<file path="src/rtl/mf2_pkg.sv">
// Multiface Two definitions

package mf2_pkg;

	////////////////////////////////////////
	// Widths

	localparam int addr_w = 16; // CPU address
	localparam int data_w = 8;  // Data byte
	localparam int ram_aw = 13; // 8 KB shadow RAM

	////////////////////////////////////////
	// Bus operations and states

	typedef enum logic [2:0] {
		op_io_wr,   // OUT to a port
		op_mem_wr,
		op_mem_rd,
		op_m1,      // Opcode fetch
		op_key_nmi  // Freeze button
	} bus_op_t;

	typedef enum logic [1:0] {
		mode_enabled,
		mode_hidden,
		mode_disabled
	} mf2_mode_t;

	typedef enum logic [1:0] {
		st_off,
		st_nmi_pending, // NMI raised, waiting for the 0066h fetch
		st_paged
	} page_state_t;

	typedef enum logic [1:0] {
		cmd_none,
		cmd_write,
		cmd_read
	} ram_cmd_t;

	////////////////////////////////////////
	// Shadow copies of write-only hardware registers

	localparam logic [ram_aw-1:0] sh_pen_index   = 13'h1fcf;
	localparam logic [ram_aw-1:0] sh_pen_base    = 13'h1f90; // 16 pen colours
	localparam logic [ram_aw-1:0] sh_border      = 13'h1fdf;
	localparam logic [ram_aw-1:0] sh_screen_mode = 13'h1fef;
	localparam logic [ram_aw-1:0] sh_banking     = 13'h1fff;
	localparam logic [ram_aw-1:0] sh_crtc_select = 13'h1cff;
	localparam logic [ram_aw-1:0] sh_crtc_base   = 13'h1db0; // 16 CRTC registers
	localparam logic [ram_aw-1:0] sh_ppi         = 13'h17ff;
	localparam logic [ram_aw-1:0] sh_upper_rom   = 13'h1aac;

	// Entry points seen on M1
	localparam logic [addr_w-1:0] nmi_entry  = 16'h0066;
	localparam logic [addr_w-1:0] hide_entry = 16'h0065;

	// FEE8h pages in, FEEAh pages out; only bits 15:2 are decoded
	localparam logic [addr_w-1:0] page_port = 16'hfee8;

	localparam logic [data_w-1:0] open_bus = 8'hff;

endpackage

</file>
<file path="src/rtl/mf2_control.sv">
// Multiface Two paging control

`timescale 1ns/1ps

module mf2_control import mf2_pkg::*; (
	input  logic              clk_sys,
	input  logic              reset,
	input  mf2_mode_t         mode,

	input  logic              dec_valid,
	input  bus_op_t           dec_op,
	input  logic [addr_w-1:0] dec_addr,
	input  logic [data_w-1:0] dec_data,
	input  logic              dec_store,
	input  logic [ram_aw-1:0] dec_store_addr,
	input  logic              dec_page_port,
	input  logic              dec_nmi_fetch,
	input  logic              dec_hide_fetch,
	input  logic              dec_ram_win,
	input  logic              dec_rom_win,

	output logic              nmi,
	output logic              paged,
	output ram_cmd_t          ram_cmd,
	output logic [ram_aw-1:0] ram_addr,
	output logic [data_w-1:0] ram_wdata,
	output logic              ram_rom,
	output logic              ram_hit
);

	page_state_t state;
	mf2_mode_t   mode_q;  // Mode as taken at reset
	logic        hidden;
	logic        enabled;
	logic        win_wr;

	assign enabled = mode_q != mode_disabled;
	assign nmi     = state == st_nmi_pending;
	assign paged   = state == st_paged;

	////////////////////////////////////////
	// Freeze and paging FSM

	always_ff @(posedge clk_sys) begin
		if (reset) begin
			state  <= st_off;
			mode_q <= mode;
			hidden <= mode != mode_enabled;
		end else if (dec_valid) begin
			if (dec_page_port) begin
				// FEE8h pages in unless hidden, FEEAh always pages out
				if (!dec_addr[1] && !hidden && enabled)
					state <= st_paged;
				else
					state <= st_off;
			end else if (dec_op == op_key_nmi) begin
				if (state == st_off && enabled)
					state <= st_nmi_pending;
			end else if (dec_nmi_fetch && state == st_nmi_pending) begin
				state  <= st_paged;
				hidden <= 1'b0; // Freeze makes the interface visible again
			end else if (dec_hide_fetch && paged) begin
				hidden <= 1'b1;
			end
		end
	end

	////////////////////////////////////////
	// RAM command

	assign win_wr = dec_op == op_mem_wr && dec_ram_win && paged;

	always_ff @(posedge clk_sys) begin
		if (reset)
			ram_cmd <= cmd_none;
		else if (dec_valid && (dec_store || win_wr))
			ram_cmd <= cmd_write;
		else if (dec_valid && dec_op == op_mem_rd)
			ram_cmd <= cmd_read;
		else
			ram_cmd <= cmd_none;
	end

	always_ff @(posedge clk_sys) begin
		ram_addr  <= dec_store ? dec_store_addr : dec_addr[ram_aw-1:0];
		ram_wdata <= dec_data;
		ram_rom   <= paged && dec_rom_win;
		ram_hit   <= paged && dec_ram_win; // Reads outside the window see open bus
	end

	a_nmi_not_paged: assert property (@(posedge clk_sys) disable iff (reset)
		!(nmi && paged));

endmodule

</file>
<file path="config.mk">
export PLATFORM = sky130hd
export DESIGN_NAME = mf2_control
export DESIGN_NICKNAME = d
export VERILOG_FILES = /design/src/rtl/mf2_pkg.sv /design/src/rtl/mf2_control.sv
export SDC_FILE = /design/constraint.sdc
export NUM_CORES = 1
export LEC_CHECK = 0
export BUFFER_PORTS_ARGS = -buffer_cell sky130_fd_sc_hd__buf_2
export CAP_MARGIN = 25
export CORE_ASPECT_RATIO = 1.75
export CORE_MARGIN = 2
export CORE_UTILIZATION = 38
export CTS_BUF_LIST = sky130_fd_sc_hd__clkbuf_4 sky130_fd_sc_hd__clkbuf_8 sky130_fd_sc_hd__clkbuf_16
export DETAILED_ROUTE_END_ITERATION = 12
export GPL_ROUTABILITY_DRIVEN = 0
export PLACE_DENSITY_LB_ADDON = 0.08
export SETUP_SLACK_MARGIN = 0.3
export SLEW_MARGIN = 20
export SYNTH_ARGS = -nofsm -noshare
export SYNTH_HDL_FRONTEND = slang
export SYNTH_SLANG_ARGS = --single-unit
</file>
<file path="constraint.sdc">
create_clock -name clk_sys -period 1.8 [get_ports clk_sys]
set_clock_uncertainty 0.15 [all_clocks]
set_input_delay 0.18 -clock clk_sys [delete_from_list [all_inputs] [get_ports clk_sys]]
set_output_delay 0.18 -clock clk_sys [all_outputs]
set_load 0.005 [all_outputs]
</file>
==> impl_metrics.env <==
export IMPL_r2r_worst_path_cells=4
export IMPL_num_rows=24
export IMPL_synth_edff_count=3
export IMPL_grt_ovfl_total=0
export IMPL_htreeDepth=2
export IMPL_synth_largest_area_cell="dfxtp_1"
export IMPL_min_path_type="in2reg"
export IMPL_clk_latency_ns=0.27
export IMPL_synth_seq_cells=30
export IMPL_top_usage_layer="met2"
export IMPL_synth_ff_type="dfxtp_1"
export IMPL_rsz0062_at_grt="false"
export IMPL_hold_viol=0
export IMPL_grtUsageMet1=0.187
export IMPL_layout_drive_gt1_share=0.508
export IMPL_critPathMaxStageDelay_ns=0.38
export IMPL_grtUsageMet2=0.403
export IMPL_grtUsageTotal=0.211
export IMPL_maxCapViolations=0
export IMPL_finalCritPeriodShare=0.786
export IMPL_final_area_um2=1900
export IMPL_ir_drop_v=0.000824
export IMPL_vias=1023
export IMPL_ioPinCount=78
export IMPL_layout_cells_non_filler=221
export IMPL_post_cts_buffers=0
export IMPL_critical_path_startpoint_type="register"
export IMPL_grt_pass1_wl_um=4750
export IMPL_holdPathStages=2
export IMPL_cts_root_buf="clkbuf_8"
export IMPL_synth_commonest_cells="27 x dfxtp_1, 9 x mux2_2, 6 x nor2_1, 4 x mux2_1, 3 x edfxtp_1"
export IMPL_area_growth_pct=93.1
export IMPL_start_util=0.395
export IMPL_period_minus_slack_ns=1.42
export IMPL_worstPathArrival_ns=1.41
export IMPL_ys_seq_area_frac=0.640
export IMPL_diodes=0
export IMPL_fin_tns_setup_ns=0
export IMPL_syn_avg_cell_area_um2=13.1
export IMPL_routedWlPerCell_um=12.9
export IMPL_grt_met3_usage=0.0630
export IMPL_fillerInstances=173
export IMPL_synth_cells=75
export IMPL_yosysMostFrequentCell="dfxtp_1"
export IMPL_path_class="reg2reg"
export IMPL_clock_fmax_ghz=0.707
export IMPL_place_inst=173
export IMPL_status="finished clean"
export IMPL_drt_total_wl_um=2850
export IMPL_tightest_slew_ns=0.330
export IMPL_required_ns=1.79
export IMPL_slowest_stage="dfxtp_2"
export IMPL_ys_warn_count=0
export IMPL_cts_sinks=30
export IMPL_multi_input_area_um2=357
export IMPL_grt_pass1_vias=1115
export IMPL_slew_violations=0
export IMPL_antenna_found_initial=0
export IMPL_ant_nets=0
export IMPL_remaining_drc_errors=0
export IMPL_setup_viol=0
export IMPL_endpoint_kind="register"
export IMPL_die_x_um=42.5
export IMPL_numCtsBuffers=5
export IMPL_die_y_um=71.3
export IMPL_synth_async_reset_ratio=0
export IMPL_relSlewSlack=0.780
export IMPL_synth_area_leaders="dfxtp_1 55%, mux2_2 10%, edfxtp_1 9.1%, mux2_1 4.6%, nor2_1 2.3%"
export IMPL_synth_top_area_share=0.549
export IMPL_fp_coreArea_um2=2490
export IMPL_die_area_um2=3030
export IMPL_hpwl_um=1710
export IMPL_place_area_um2=1380
export IMPL_clk_pin_slew_ns=0.06
export IMPL_cts_tree="built"
export IMPL_p_leak_nw=0.906
export IMPL_crit_path_cell_trace="and3b_1 > or3_1 > a31oi_1 > a311oi_1"
export IMPL_grt_max_degree=16
export IMPL_clock_path_buffers=2
export IMPL_power_density_nw_per_um2=845
export IMPL_regArea_um2=633
export IMPL_port_buffers=74
export IMPL_hold_worst_slack_ns=0.0247
export IMPL_drtPass1Iterations=4
export IMPL_crit_fanout=6
export IMPL_syn_nets=126
export IMPL_drt_iter0_markers=8
export IMPL_fin_nets=245
export IMPL_synth_cell_area_um2=985
export IMPL_ys_types=27
export IMPL_vias_per_cell=4.63
[area by class of cell]
type                    instances  area share
clock inverters                 3      0.0211
clock buffers                   5      0.0362
repair buffers                114       0.405
well taps                      26      0.0171
multi-input cells              43       0.188
flip-flops and latches         30       0.333
[report_power, final]
| part | switching, mW | internal, mW |
|---|---|---|
| sequential | 0.0125 | 0.718 |
| clock | 0.243 | 0.407 |
| combinational | 0.0770 | 0.150 |
[cell usage in the layout (no fill, tap or decap), drive strengths merged, types with 2 or more instances in the layout]
cell type / Yosys / final
nor4b: 2 / 2
nor2: 6 / 6
clkbuf: 1 / 5
dfxtp: 27 / 27
edfxtp: 3 / 3
a21oi: 2 / 2
nor2b: 2 / 2
nand2b: 2 / 2
dlygate4sd3: 0 / 40
buf: 1 / 74
mux2: 13 / 13
a31oi: 2 / 2
clkinv: 0 / 2
and2: 2 / 2
[path summary, 6_finish.rpt]
path,slack (ns),to,start
min reg2reg,0.41,state[0],state[0]
max,0.38,state[1],state[1]
max reg2reg,0.38,state[1],state[1]
min,0.02,state[1],dec_valid
[cell families (layout without fill, tap and decap cells)]
family / Yosys count / count (layout) / synth area share
DFF: 30 / 30 / 0.640
and+or+nand+nor: 20 / 20 / 0.131
muxes: 14 / 14 / 0.159
AOI/OAI and AO/OA: 9 / 9 / 0.0610
buffers and inverters: 2 / 122 / 0.00889
[stage by stage]
step           setup WS, ns  utilization  total power [mW]
2_1_floorplan         0.445            -             0.800
3_3_place_gp          0.372        0.553             0.892
3_5_place_dp          0.360        0.553             0.897
4_1_cts               0.336        0.758              1.62
5_1_grt               0.314        0.763              1.68
6_report              0.385        0.763              1.61
[critical path, delay by kind of cell (launching register included)]
family,cells,cell delay [ns]
and+or+nand+nor,2,0.53
DFF,1,0.38
AOI/OAI and AO/OA,2,0.24
[sequential cells by signal (all words and copies together), names as in the netlist]
name / cells
ram_hit: 1
state: 2
mode_q: 2
ram_wdata: 8
hidden: 1
ram_addr: 13
ram_cmd: 2
ram_rom: 1
[timing repair]
action,in CTS,in global routing
setup endpoints to repair,0,1
gates resized for setup,0,4
hold endpoints to repair,26,0
hold buffers,40,0
[layer usage]
layer  vias to the layer above  routed length [um]
met5                         -                   0
met2                        57                1580
met4                         0                  97
met1                       452                 942
li1                        505                   -
met3                         9                 231
Note: power is estimated with default switching activity, not from simulation.
