`config.mk`:
```
export PLATFORM = sky130hd
export DESIGN_NAME = mf2_decode
export DESIGN_NICKNAME = d
export VERILOG_FILES = /design/src/rtl/mf2_pkg.sv /design/src/rtl/mf2_decode.sv
export SDC_FILE = /design/constraint.sdc
export NUM_CORES = 1
export LEC_CHECK = 0
export ABC_AREA = 0
export BUFFER_PORTS_ARGS = -buffer_cell sky130_fd_sc_hd__buf_2
export CAP_MARGIN = 20
export CORE_ASPECT_RATIO = 0.5
export CORE_MARGIN = 1.5
export CORE_UTILIZATION = 25
export DETAILED_ROUTE_END_ITERATION = 6
export PLACE_DENSITY_LB_ADDON = 0.25
export SYNTH_ARGS = -nofsm -noshare
export SYNTH_HDL_FRONTEND = slang
export SYNTH_SLANG_ARGS = --single-unit
```
`constraint.sdc`:
```
create_clock -name clk_sys -period 3.6 [get_ports clk_sys]
set_clock_uncertainty 0.15 [all_clocks]
set_input_delay 0.18 -clock clk_sys [delete_from_list [all_inputs] [get_ports clk_sys]]
set_output_delay 0.18 -clock clk_sys [all_outputs]
set_load 0.05 [all_outputs]
```
`src/rtl/mf2_pkg.sv`:
```
// Multiface Two definitions

package mf2_pkg;

	////////////////////////////////////////
	// Widths

	localparam int addr_w = 16; // CPU address
	localparam int data_w = 8;  // Data byte
	localparam int ram_aw = 13; // 8 KB shadow RAM

	////////////////////////////////////////
	// Bus operations and states

	typedef enum logic [2:0] {
		op_io_wr,   // OUT to a port
		op_mem_wr,
		op_mem_rd,
		op_m1,      // Opcode fetch
		op_key_nmi  // Freeze button
	} bus_op_t;

	typedef enum logic [1:0] {
		mode_enabled,
		mode_hidden,
		mode_disabled
	} mf2_mode_t;

	typedef enum logic [1:0] {
		st_off,
		st_nmi_pending, // NMI raised, waiting for the 0066h fetch
		st_paged
	} page_state_t;

	typedef enum logic [1:0] {
		cmd_none,
		cmd_write,
		cmd_read
	} ram_cmd_t;

	////////////////////////////////////////
	// Shadow copies of write-only hardware registers

	localparam logic [ram_aw-1:0] sh_pen_index   = 13'h1fcf;
	localparam logic [ram_aw-1:0] sh_pen_base    = 13'h1f90; // 16 pen colours
	localparam logic [ram_aw-1:0] sh_border      = 13'h1fdf;
	localparam logic [ram_aw-1:0] sh_screen_mode = 13'h1fef;
	localparam logic [ram_aw-1:0] sh_banking     = 13'h1fff;
	localparam logic [ram_aw-1:0] sh_crtc_select = 13'h1cff;
	localparam logic [ram_aw-1:0] sh_crtc_base   = 13'h1db0; // 16 CRTC registers
	localparam logic [ram_aw-1:0] sh_ppi         = 13'h17ff;
	localparam logic [ram_aw-1:0] sh_upper_rom   = 13'h1aac;

	// Entry points seen on M1
	localparam logic [addr_w-1:0] nmi_entry  = 16'h0066;
	localparam logic [addr_w-1:0] hide_entry = 16'h0065;

	// FEE8h pages in, FEEAh pages out; only bits 15:2 are decoded
	localparam logic [addr_w-1:0] page_port = 16'hfee8;

	localparam logic [data_w-1:0] open_bus = 8'hff;

endpackage

```
`src/rtl/mf2_decode.sv`:
```
// Multiface Two port decode

`timescale 1ns/1ps

module mf2_decode import mf2_pkg::*; (
	input  logic              clk_sys,
	input  logic              reset,

	input  logic              bus_stb,
	input  bus_op_t           bus_op,
	input  logic [addr_w-1:0] bus_addr,
	input  logic [data_w-1:0] bus_data,

	output logic              dec_valid,
	output bus_op_t           dec_op,
	output logic [addr_w-1:0] dec_addr,
	output logic [data_w-1:0] dec_data,
	output logic              dec_store,
	output logic [ram_aw-1:0] dec_store_addr,
	output logic              dec_page_port,
	output logic              dec_nmi_fetch,
	output logic              dec_hide_fetch,
	output logic              dec_ram_win,
	output logic              dec_rom_win
);

	logic [4:0]        pen_index;     // Last gate array pen select
	logic [3:0]        crtc_reg;      // Last CRTC register select
	logic              io_wr;
	logic              page_hit;
	logic              store_hit;
	logic [ram_aw-1:0] store_addr;

	assign io_wr    = bus_stb && bus_op == op_io_wr;
	assign page_hit = bus_addr[15:2] == page_port[15:2];

	////////////////////////////////////////
	// Shadow address map

	always_comb begin
		store_hit  = 1'b1;
		store_addr = '0;
		case (bus_addr[15:8])
			8'h7f: begin // Gate array, function in data bits 7:6
				case (bus_data[7:6])
					2'b00: store_addr = sh_pen_index;
					2'b01: store_addr = pen_index[4] ? sh_border
						: sh_pen_base + ram_aw'(pen_index[3:0]);
					2'b10: store_addr = sh_screen_mode;
					default: store_addr = sh_banking;
				endcase
			end
			8'hbc: store_addr = sh_crtc_select;
			8'hbd: store_addr = sh_crtc_base + ram_aw'(crtc_reg);
			8'hf7: store_addr = sh_ppi;      // 8255
			8'hdf: store_addr = sh_upper_rom;
			default: store_hit = 1'b0;
		endcase
	end

	// Register selects that later data writes refer to
	always_ff @(posedge clk_sys) begin
		if (reset) begin
			pen_index <= '0;
			crtc_reg  <= '0;
		end else if (io_wr) begin
			if (bus_addr[15:8] == 8'h7f && bus_data[7:6] == 2'b00)
				pen_index <= bus_data[4:0];
			if (bus_addr[15:8] == 8'hbc)
				crtc_reg <= bus_data[3:0];
		end
	end

	////////////////////////////////////////
	// Output stage

	always_ff @(posedge clk_sys) begin
		if (reset) begin
			dec_valid      <= 1'b0;
			dec_store      <= 1'b0;
			dec_page_port  <= 1'b0;
			dec_nmi_fetch  <= 1'b0;
			dec_hide_fetch <= 1'b0;
		end else begin
			dec_valid      <= bus_stb;
			dec_page_port  <= io_wr && page_hit;
			dec_store      <= io_wr && store_hit && !page_hit; // Page port wins
			dec_nmi_fetch  <= bus_stb && bus_op == op_m1 && bus_addr == nmi_entry;
			dec_hide_fetch <= bus_stb && bus_op == op_m1 && bus_addr == hide_entry;
		end
	end

	always_ff @(posedge clk_sys) begin
		dec_op         <= bus_op;
		dec_addr       <= bus_addr;
		dec_data       <= bus_data;
		dec_store_addr <= store_addr;
		dec_ram_win    <= bus_addr[15:13] == 3'b001; // 2000h-3FFFh
		dec_rom_win    <= bus_addr[15:13] == 3'b000; // 0000h-1FFFh
	end

	// A port write is either a page request or a shadow store
	a_store_xor_page: assert property (@(posedge clk_sys) disable iff (reset)
		!(dec_store && dec_page_port));

endmodule

```
==> impl_results.md, run 1 <==
* Mapped Area at 1740 um^2
* Sequential-to-total area share from yosys stat at a little over three fifths
* Worst-path clk slew at 0.06 ns
* TritonCTS Buffers at 5
* Final period utilization at between 50% and 60%
* HPWL Detailed at about 3100 um
* Simple-Gate Fraction of Synth Area at approximately a quarter
* Worst Path Required at 3.62 ns
* Count of input and output buffers at 76
* Syn Area/Cell at 11.5 um^2
* Overflow after GRT at 0
* DR iter-0 viols at 76
* Die Wd at 121 um
* ANT cells at 0
* Largest Register: dec_addr
* Area leader, netlist: dfxtp_1
* Post-synthesis mux area share at under 10%
* DRT Pass-1 Iters at 4
* Initial antenna violation count at 0
* Worst Tran Pin Value at 0.423 ns
* Starting density of the core at between 20% and 30%
* Top FF cell, synth: dfxtp_1
* GRT Total Usage at 11.1%
* RSZ-0062 raised after global routing: false
* Area share of the leading cell type in the synthesized netlist at a little over three fifths
* Clk buf depth at 2
* Synth warn at 0
* PwrDens at 501 nW/um^2
* Routed met3 length at 239 um
* CP max FO at 4
* Post-synthesis async set-or-reset flop share at 0%
* Post-Synthesis Cells at 152
* Syn nets at 182
* Synth top cells by count: 55 x dfxtp_1, 17 x nor2_1, 11 x nand2_1
* Peak VDD IR at 198 uV
* Post-synth EDFFs at 0
* Vias in the first global route at 1300
* Worst Setup Path Type: input pin to flip-flop
* CP Capture Type: flip-flop
* H-tree depth at 2
* Rows at 21
* First-pass GRT wire length at 6240 um
* WL met1 at around 2000 um
* Setup_tns at 0 ns
* Total power at 1.32 mW
* Leakage at 1.23 nW
* Largest family of logic cells by synthesized area: simple AND/OR/NAND/NOR gates
* Worst R2R End: dec_store_addr[1]$_DFF_P_
* Max layer used: met4
* Core area at about 6700 um^2
* Max_cap viols at 0
* Area grow syn2layout at 51.3%
* Count of cell types in the netlist at 39
* Final min period at roughly 2 ns
* Reg2Reg Setup Slack at 2.15 ns
* Drt wl/cell at 12.3 um
* Final slew viol count at 0
* Io pins at 77
* Post-CTS setup buffers at 0
* Post-Synth Adder-Cell Area at 0%
* Share of cells above drive strength 1 at between 30% and 40%
* Die area at 7510 um^2
* Setup crit start: bus_op[0]
* CTS tree: done
* R2r worst-path depth at 4
* Largest net degree at the start of global routing at 16
* Final Wtd Congestion at 0.702
* Post-route worst setup slack at 1.59 ns
* Count leader, synth: dfxtp_1
* Top flop regs: dec_addr x16, dec_store_addr x12, dec_data x8
* Hold Slack at 0.0450 ns
* Met2 routed WL at 2020 um
* Post-DR vias/cell at 4.17
* Hold path depth at 2
* Die Y at 62.0 um
* Clk sinks at 55
* Worst min-delay path class: input pin to flip-flop
* Post-Synth XOR/XNOR Area at less than 1%
* FF+latch count, synth at 55
* Post_cts resized at 0
* Status: finished clean
* Final setup violation count at 0
* Routed Antenna Nets at 0
* RR Startpoint: pen_index[4]$_SDFFE_PP0P_
* F_max at between 0.4 and 0.5 GHz
* Slew HR at ~70%
* Post-Place Worst Slack at 1.80 ns
* Clock Latency Late Sink at between 0.2 and 0.3 ns
* Top post-synthesis cells by area: dfxtp_1 63%, mux2i_1 5.2%, nor2_1 3.7%, nand2_1 2.4%, o21ai_0 2.3%
* Nets@finish at roughly 290
* Worst Setup EP: crtc_reg[0]$_SDFFE_PP0P_
* Worst setup SP type: input pin
* Clock Tree Root: clkbuf_16
* Via count at 1456
* Max reg flops at 16
* Final Hold Fails at 0
* Synth Area in Compound Gates at 4.67%
* Residual DRC at 0
* Detailed-route wire length at approximately 4300 um
* Arrival time worst endpoint at about 2.0 ns
## area by class of cell
class	count	area, um^2
clock buffer	6	129
clock inverter	1	30.0
fill	652	4060
inverter	3	11.3
multi-input combinational	89	599
sequential	55	1100
tap	92	115
timing repair buffer	103	651
## routing by layer
| metal | global-route usage (%) | up-vias |
|---|---|---|
| li1 | - | 728 |
| met1 | 14.0 | 678 |
| met2 | 18.3 | 42 |
| met3 | 3.65 | 8 |
| met4 | 4.37 | 0 |
| met5 | 0 | - |
## repair_timing
action / CTS / global route
endpoints found under the setup margin: 0 / 0
endpoints found under the hold margin: 29 / 0
hold buffers: 27 / 0
## cell usage in the layout (no fill, tap or decap), types with 2 or more instances in the layout
cell type	netlist	routed
dlygate4sd3_1	0	27
clkbuf_16	0	5
and3b_1	2	2
mux2i_1	9	9
nand4_1	3	3
inv_1	3	3
nand2_1	11	11
o21ai_0	8	8
nand3_1	7	7
a21oi_1	2	2
nor4b_1	3	3
nor2_1	17	17
dfxtp_1	55	55
nor2b_1	4	4
buf_2	1	76
## critical path: stages
cell and delay (ns):
dlygate4sd3_1 0.53, buf_2 0.14, nor4b_2 0.43, nor4b_4 0.46, mux2i_1 0.25, nor2_1 0.05
## cell families after synthesis
| family | Yosys count |
|---|---|
| AND/OR/NAND/NOR | 65 |
| buffers and inverters | 8 |
| multiplexers | 9 |
| XOR/XNOR | 1 |
| flip-flops | 55 |
| AO/OA/AOI/OAI | 14 |
## worst min path at each step
stage,start,to,slack [ns]
2_1_floorplan,bus_addr[0],dec_addr[0]$_DFF_P_,0.06
3_3_place_gp,bus_data[5],dec_data[5]$_DFF_P_,0.13
3_5_place_dp,bus_data[5],dec_data[5]$_DFF_P_,0.13
4_1_cts,bus_stb,dec_valid$_SDFF_PP0_,0.04
5_1_grt,bus_stb,dec_valid$_SDFF_PP0_,0.05
6_report,bus_stb,dec_valid$_SDFF_PP0_,0.05
## stage by stage
step                std cells  cell area, um^2  util [%]
floorplan                 152             1740         -
global placement          315             2210      32.9
detailed placement        315             2210      32.9
CTS                       349             2640      39.3
global route              349             2640      39.3
finish                    349             2640      39.3
## power by group
part | switching [mW] | internal, mW | leakage [nW]
combinational | 0.111 | 0.0539 | 0.703
sequential | 0.00368 | 0.627 | 0.454
clock | 0.201 | 0.325 | 0.0769
Power figures use the tool's default switching activity.
==> run 2, diff against run 1 <==
--- a/config.mk
+++ b/config.mk
@@ -5,7 +5,7 @@
 export SDC_FILE = /design/constraint.sdc
 export NUM_CORES = 1
 export LEC_CHECK = 0
-export ABC_AREA = 0
+export ABC_AREA = 1
 export BUFFER_PORTS_ARGS = -buffer_cell sky130_fd_sc_hd__buf_2
 export CAP_MARGIN = 20
 export CORE_ASPECT_RATIO = 0.5
==> constraint.sdc (replaced) <==
create_clock -name clk_sys -period 1.8 [get_ports clk_sys]
set_clock_uncertainty 0.15 [all_clocks]
set_input_delay 0.09 -clock clk_sys [delete_from_list [all_inputs] [get_ports clk_sys]]
set_output_delay 0.09 -clock clk_sys [all_outputs]
set_load 0.05 [all_outputs]
==> impl_results.md, run 2 <==
* Max_cap viols at 0
* Count of cell types in the netlist at 18
* Worst min-delay path class: input pin to flip-flop
* Post_cts resized at 0
* Max reg flops at 16
* # fillers at 682
* DR iter-0 viols at just over 70
* Setup_tns at 0 ns
* TritonCTS Buffers at 5
* Fin area at 2820 um^2
* Syn Area/Cell at 8.43 um^2
* Drt wl/cell at 10.8 um
* R2r worst-path depth at 4
* Core area at 6940 um^2
* Final min period at 1.52 ns
* Rows at 21
* Hold Path End: dec_page_port$_SDFF_PP0_
* Worst-path clk slew at 0.07 ns
* Nets@finish at 361
* CP Capture Type: flip-flop
* CTS tree: done
* Syn nets at 250
* Area grow syn2layout at 52.2%
* ANT cells at 0
* CP max FO at 5
* Detailed-route wire length at 4570 um
* Top FF cell, synth: dfxtp_1
* HPWL Detailed at around 3400 um
* DRT Pass-1 Iters at 4
* Die Y at 63.9 um
* Via count at 1691
* Final Hold Fails at 0
* Routed Antenna Nets at 0
* Synth top cells by count: 55 x dfxtp_1, 48 x nand2_1, 38 x nor2_1
* HP Start: bus_stb
* Final Wtd Congestion at 0.750
* PwrDens at 999 nW/um^2
* Count leader, synth: dfxtp_1
* Post-route worst setup slack at 0.281 ns
* H-tree depth at 2
* F_max at roughly 0.66 GHz
* Count of input and output buffers at 76
* Area share of the leading cell type in the synthesized netlist at 59.4%
* Post-synthesis async set-or-reset flop share at 0%
* Worst Tran Pin Value at 0.323 ns
* Post-Place Worst Slack at 0.532 ns
* Clock Tree Root: clkbuf_16
* Commonest non-fill, non-tap cell in the layout: buf_2
* Peak VDD IR at ~470 uV
* Residual DRC at 0
* Dpl cell area at 2340 um^2
* Final setup violation count at 0
* Post-Synthesis Cells at 220
* Hold Slack at 0.0609 ns
* Most frequent cells in the layout: 76 x buf_2, 55 x dfxtp_1, 48 x nand2_1
* Total power at 2.82 mW
* Final period utilization at between 80% and 90%
* Mapped Area at 1850 um^2
* Sequential-to-total area share from yosys stat at approximately three fifths
* Io pins at 77
* Top post-synthesis cells by area: dfxtp_1 59%, nand2_1 9.7%, nor2_1 7.7%, inv_1 6.9%, nand3_1 4.0%
* Reg2Reg Setup Slack at 0.56 ns
* FF+latch count, synth at 55
* Post-DR vias/cell at 3.99
* Clk buf depth at 2
* Post-synth EDFFs at 0
* GRT Total Usage at 12.0%
* Worst setup SP type: input pin
* Clock Latency Late Sink at 0.29 ns
* Final slew viol count at 0
* Starting density of the core at between 20% and 30%
* RR Startpoint: pen_index[4]$_SDFFE_PP0P_
* Largest net degree at the start of global routing at 17
* Overflow after GRT at 0
* Status: finished clean
* Area leader, netlist: dfxtp_1
* Slew HR at between 70% and 80%
* Largest Register: dec_addr
* Top flop regs: dec_addr x16, dec_store_addr x12, dec_data x8
* Initial antenna violation count at 0
* Worst R2R End: dec_store_addr[0]$_DFF_P_
* RSZ-0062 raised after global routing: false
* Vias in the first global route at 1603
* Die area at about 8000 um^2
* Die Wd at about 120 um
* Worst Setup Path Type: input pin to flip-flop
* Hold path depth at 5
* Clk sinks at 55
* Leakage at roughly 1.5 nW
* Synth warn at 0
* Share of cells above drive strength 1 at 29.5%
* First-pass GRT wire length at 7200 um
* Worst Path Required at 1.82 ns
* Arrival time worst endpoint at 1.54 ns
[run 2: how the worst max path moves through the flow]
| stage | from | to | slack, ns | depth (start not counted) |
|---|---|---|---|---|
| 2_1_floorplan | dec_store_addr[7]$_DFF_P_ | dec_store_addr[12] | 0.67 | 1 |
| 6_report | bus_addr[8] | dec_store_addr[0]$_DFF_P_ | 0.28 | 8 |
| 4_1_cts | bus_addr[8] | dec_store_addr[0]$_DFF_P_ | 0.28 | 8 |
| 3_3_place_gp | bus_op[0] | pen_index[4]$_SDFFE_PP0P_ | 0.54 | 7 |
| 3_5_place_dp | bus_addr[8] | dec_store_addr[0]$_DFF_P_ | 0.53 | 7 |
| 5_1_grt | bus_addr[8] | dec_store_addr[0]$_DFF_P_ | 0.15 | 8 |
[run 2: layout make-up]
cell class / instances / area, um^2 / share of cell area [%]
clock buffers: 6 / 129 / 4.57
flip-flops and latches: 55 / 1100 / 39.0
inverters: 36 / 135 / 4.79
clock inverters: 2 / 60.1 / 2.13
repair buffers: 105 / 671 / 23.8
multi-input cells: 128 / 611 / 21.6
well taps: 92 / 115 / 4.08
[run 2: per-stage QoR]
stage	util, %	instances
3_3_place_gp	33.8	387
4_1_cts	40.7	424
6_report	40.7	424
3_5_place_dp	33.8	387
5_1_grt	40.7	424
2_1_floorplan	-	220
[run 2: cell families after synthesis]
family | synth area share [%]
AND/OR/NAND/NOR | 32.7
flip-flops | 59.4
AO/OA/AOI/OAI | 0.270
buffers and inverters | 7.69
[run 2: what timing repair did]
item / in CTS / in global routing
setup buffers: 0 / 0
hold buffers: 29 / 0
endpoints found under the hold margin: 40 / 0
[run 2: power by group]
part	switching (mW)	internal [mW]
Sequential	0.00790	1.25
Clock	0.421	0.797
Combinational	0.230	0.107
[run 2: critical path, cell delays in order]
cell and delay (ns):
dlygate4sd3_1 0.54, buf_2 0.15, nand2_1 0.14, nor2_1 0.08, nand2_1 0.17, nand2_1 0.08, nor2_1 0.20, nand3_1 0.09
[run 2: layer usage]
layer | global-route usage, % | part of all wire (%)
met4 | 6.03 | 2.0
met3 | 4.36 | 4.6
met1 | 13.8 | 47
met2 | 20.0 | 46
met5 | 0 | 0
==> run 3, diff against run 2 <==
==> constraint.sdc (replaced) <==
create_clock -name clk_sys -period 1.35 [get_ports clk_sys]
set_clock_uncertainty 0.15 [all_clocks]
set_input_delay 0.0675 -clock clk_sys [delete_from_list [all_inputs] [get_ports clk_sys]]
set_output_delay 0.0675 -clock clk_sys [all_outputs]
set_load 0.05 [all_outputs]
==> impl_results.md, run 3 (same netlist as run 2, synthesis figures left out) <==
* Largest net degree at the start of global routing at 17
* DR iter-0 viols at 49
* Arrival time worst endpoint at ~1.3 ns
* Max_cap viols at 0
* Part of the power in the clock network at 36.5%
* Clk buf depth at 2
* Vias in the first global route at 1587
* Violated checks: negative hold slack
* Commonest non-fill, non-tap cell in the layout: buf_2
* Core area at 6940 um^2
* DRT Pass-1 Iters at 4
* Area grow syn2layout at 52.4%
* Worst Path Required at about 1.4 ns
* Top flop regs: dec_addr x16, dec_store_addr x12, dec_data x8
* GRT Total Usage at between 10% and 20%
* Final setup violation count at 0
* Final slew viol count at 0
* Share of cells above drive strength 1 at 30.7%
* Most frequent cells in the layout: 76 x buf_2, 55 x dfxtp_1, 48 x nand2_1
* Internal at 2.50 mW
* Hold Slack at -0.0166 ns
* Peak VDD IR at 471 uV
* Dpl cell area at 2350 um^2
* Die Wd at roughly 120 um
* Die area at 7970 um^2
* Detailed-route wire length at approximately 4600 um
* Leakage at 1.47 nW
* Switching Fraction at between 20% and 30%
* Worst min-delay path class: input pin to flip-flop
* Status: finished, violations left
* Total power at approximately 3.4 mW
* F_max at 0.825 GHz
* HPWL Detailed at approximately 3400 um
* Post-DR vias/cell at approximately 3.9
* Largest Register: dec_addr
* Nets@finish at 365
* Seq pwr share at 49.8%
* CP delay by family, top: buffers and inverters
* Overflow after GRT at 0
* TritonCTS Buffers at 5
* Clk sinks at 55
* Worst setup SP type: input pin
* Worst Setup Path Type: input pin to flip-flop
* Clock Tree Root: clkbuf_16
* Routed Antenna Nets at 0
* Residual DRC at 0
* CP cell instances: dlygate4sd3_1 -> buf_2 -> inv_1 -> nand2_1 -> nor3_2 -> nand2_1 -> nand2_1 -> nor2_2
* PwrDens at around 1200 nW/um^2
* Final period utilization at 89.8%
* Fin area at 2830 um^2
* CP most frequent cell: nand2_1
* Count of input and output buffers at 76
* Final min period at 1.21 ns
* Worst Tran Pin Value at 0.319 ns
* Starting density of the core at 26.7%
* Worst-path clk slew at 0.06 ns
* CP Capture Type: flip-flop
* Setup_tns at 0 ns
* Slew HR at 78.7%
* Clock Latency Late Sink at roughly 0.29 ns
* Buf+Inv Stages, Crit Path at 3
* Die Y at 63.9 um
* CTS tree: done
* Final Wtd Congestion at 0.747
* CP max FO at 2
* Via count at 1683
* H-tree depth at 2
* Rows at 21
* Drt wl/cell at 10.7 um
* Post-Route Utilization at just over 40%
* ANT cells at 0
* Logic gate share of total power at 13.6%
* Initial antenna violation count at 0
* Switching Power at 0.878 mW
* Io pins at 77
* Slowest stage cell, crit path: dlygate4sd3_1
* Max reg flops at 16
* CP peak stage delay at 0.54 ns
* First-pass GRT wire length at 7450 um
* Final Hold Fails at 2
-- run 3: changes by cell type in the layout (fill, tap and decap cells not counted) --
cell,before,now
clkinv_2,0,3
dlygate4sd3_1,29,32
nor3_1,4,1
nor3_2,0,3
bufinv_16,2,0
buf_4,0,1
clkbuf_1,1,0
-- run 3: layer usage --
metal	wire length, um	track usage (%)	up-vias
met5	0	0	-
met4	70	4.74	0
met3	229	4.19	7
met2	2070	19.6	35
met1	2220	14.9	745
li1	-	-	896
-- run 3: power groups by stage --
stage / Clock (mW) / Combinational, mW / Sequential, mW
6_report: 1.23 / 0.460 / 1.68
3_5_place_dp: 0 / 0.389 / 1.72
4_1_cts: 1.29 / 0.461 / 1.68
3_3_place_gp: 0 / 0.387 / 1.72
5_1_grt: 1.35 / 0.492 / 1.69
2_1_floorplan: 0 / 0.0716 / 1.91
-- run 3: cell type report --
| type | instances | area, um^2 |
|---|---|---|
| Fill cell | 706 | 4110 |
| Clock buffer | 5 | 125 |
| Tap cell | 92 | 115 |
| Inverter | 36 | 135 |
| Sequential cell | 55 | 1100 |
| Multi-Input combinational cell | 128 | 626 |
| Timing Repair Buffer | 109 | 708 |
| Clock inverter | 3 | 15.0 |
-- run 3: repair_timing --
item,in CTS,in global routing
endpoints found under the setup margin,0,5
gates resized for setup,0,3
endpoints found under the hold margin,44,1
hold buffers,32,1
setup buffers,0,0
-- run 3: worst paths after layout --
kind                                  start                   endpoint  slack (ns)  cells past startpoint
hold reg to reg   pen_index[0]$_SDFFE_PP0P_  dec_store_addr[0]$_DFF_P_        0.33                      2
setup reg to reg  pen_index[4]$_SDFFE_PP0P_  dec_store_addr[1]$_DFF_P_        0.17                      4
hold / removal                  bus_data[7]  dec_store_addr[3]$_DFF_P_       -0.02                      5
setup / recovery                bus_addr[4]       dec_store$_SDFF_PP0_        0.14                      8
-- run 3: stage by stage --
stage                     hold slack, ns  instances  setup WS [ns]
after floorplan                  -0.0548        220          0.235
after CTS                        -0.0118        428         0.0449
final                            -0.0166        428          0.138
after global placement            0.0234        388          0.136
after global routing             0.00382        428       -0.00103
after detailed placement          0.0252        388         0.0942
-- run 3: tightest hold or removal path: stages --
cell and delay (ns):
buf_2 0.11, nor3_2 0.05, nand2_1 0.05, nand2_1 0.05, nand4_1 0.06
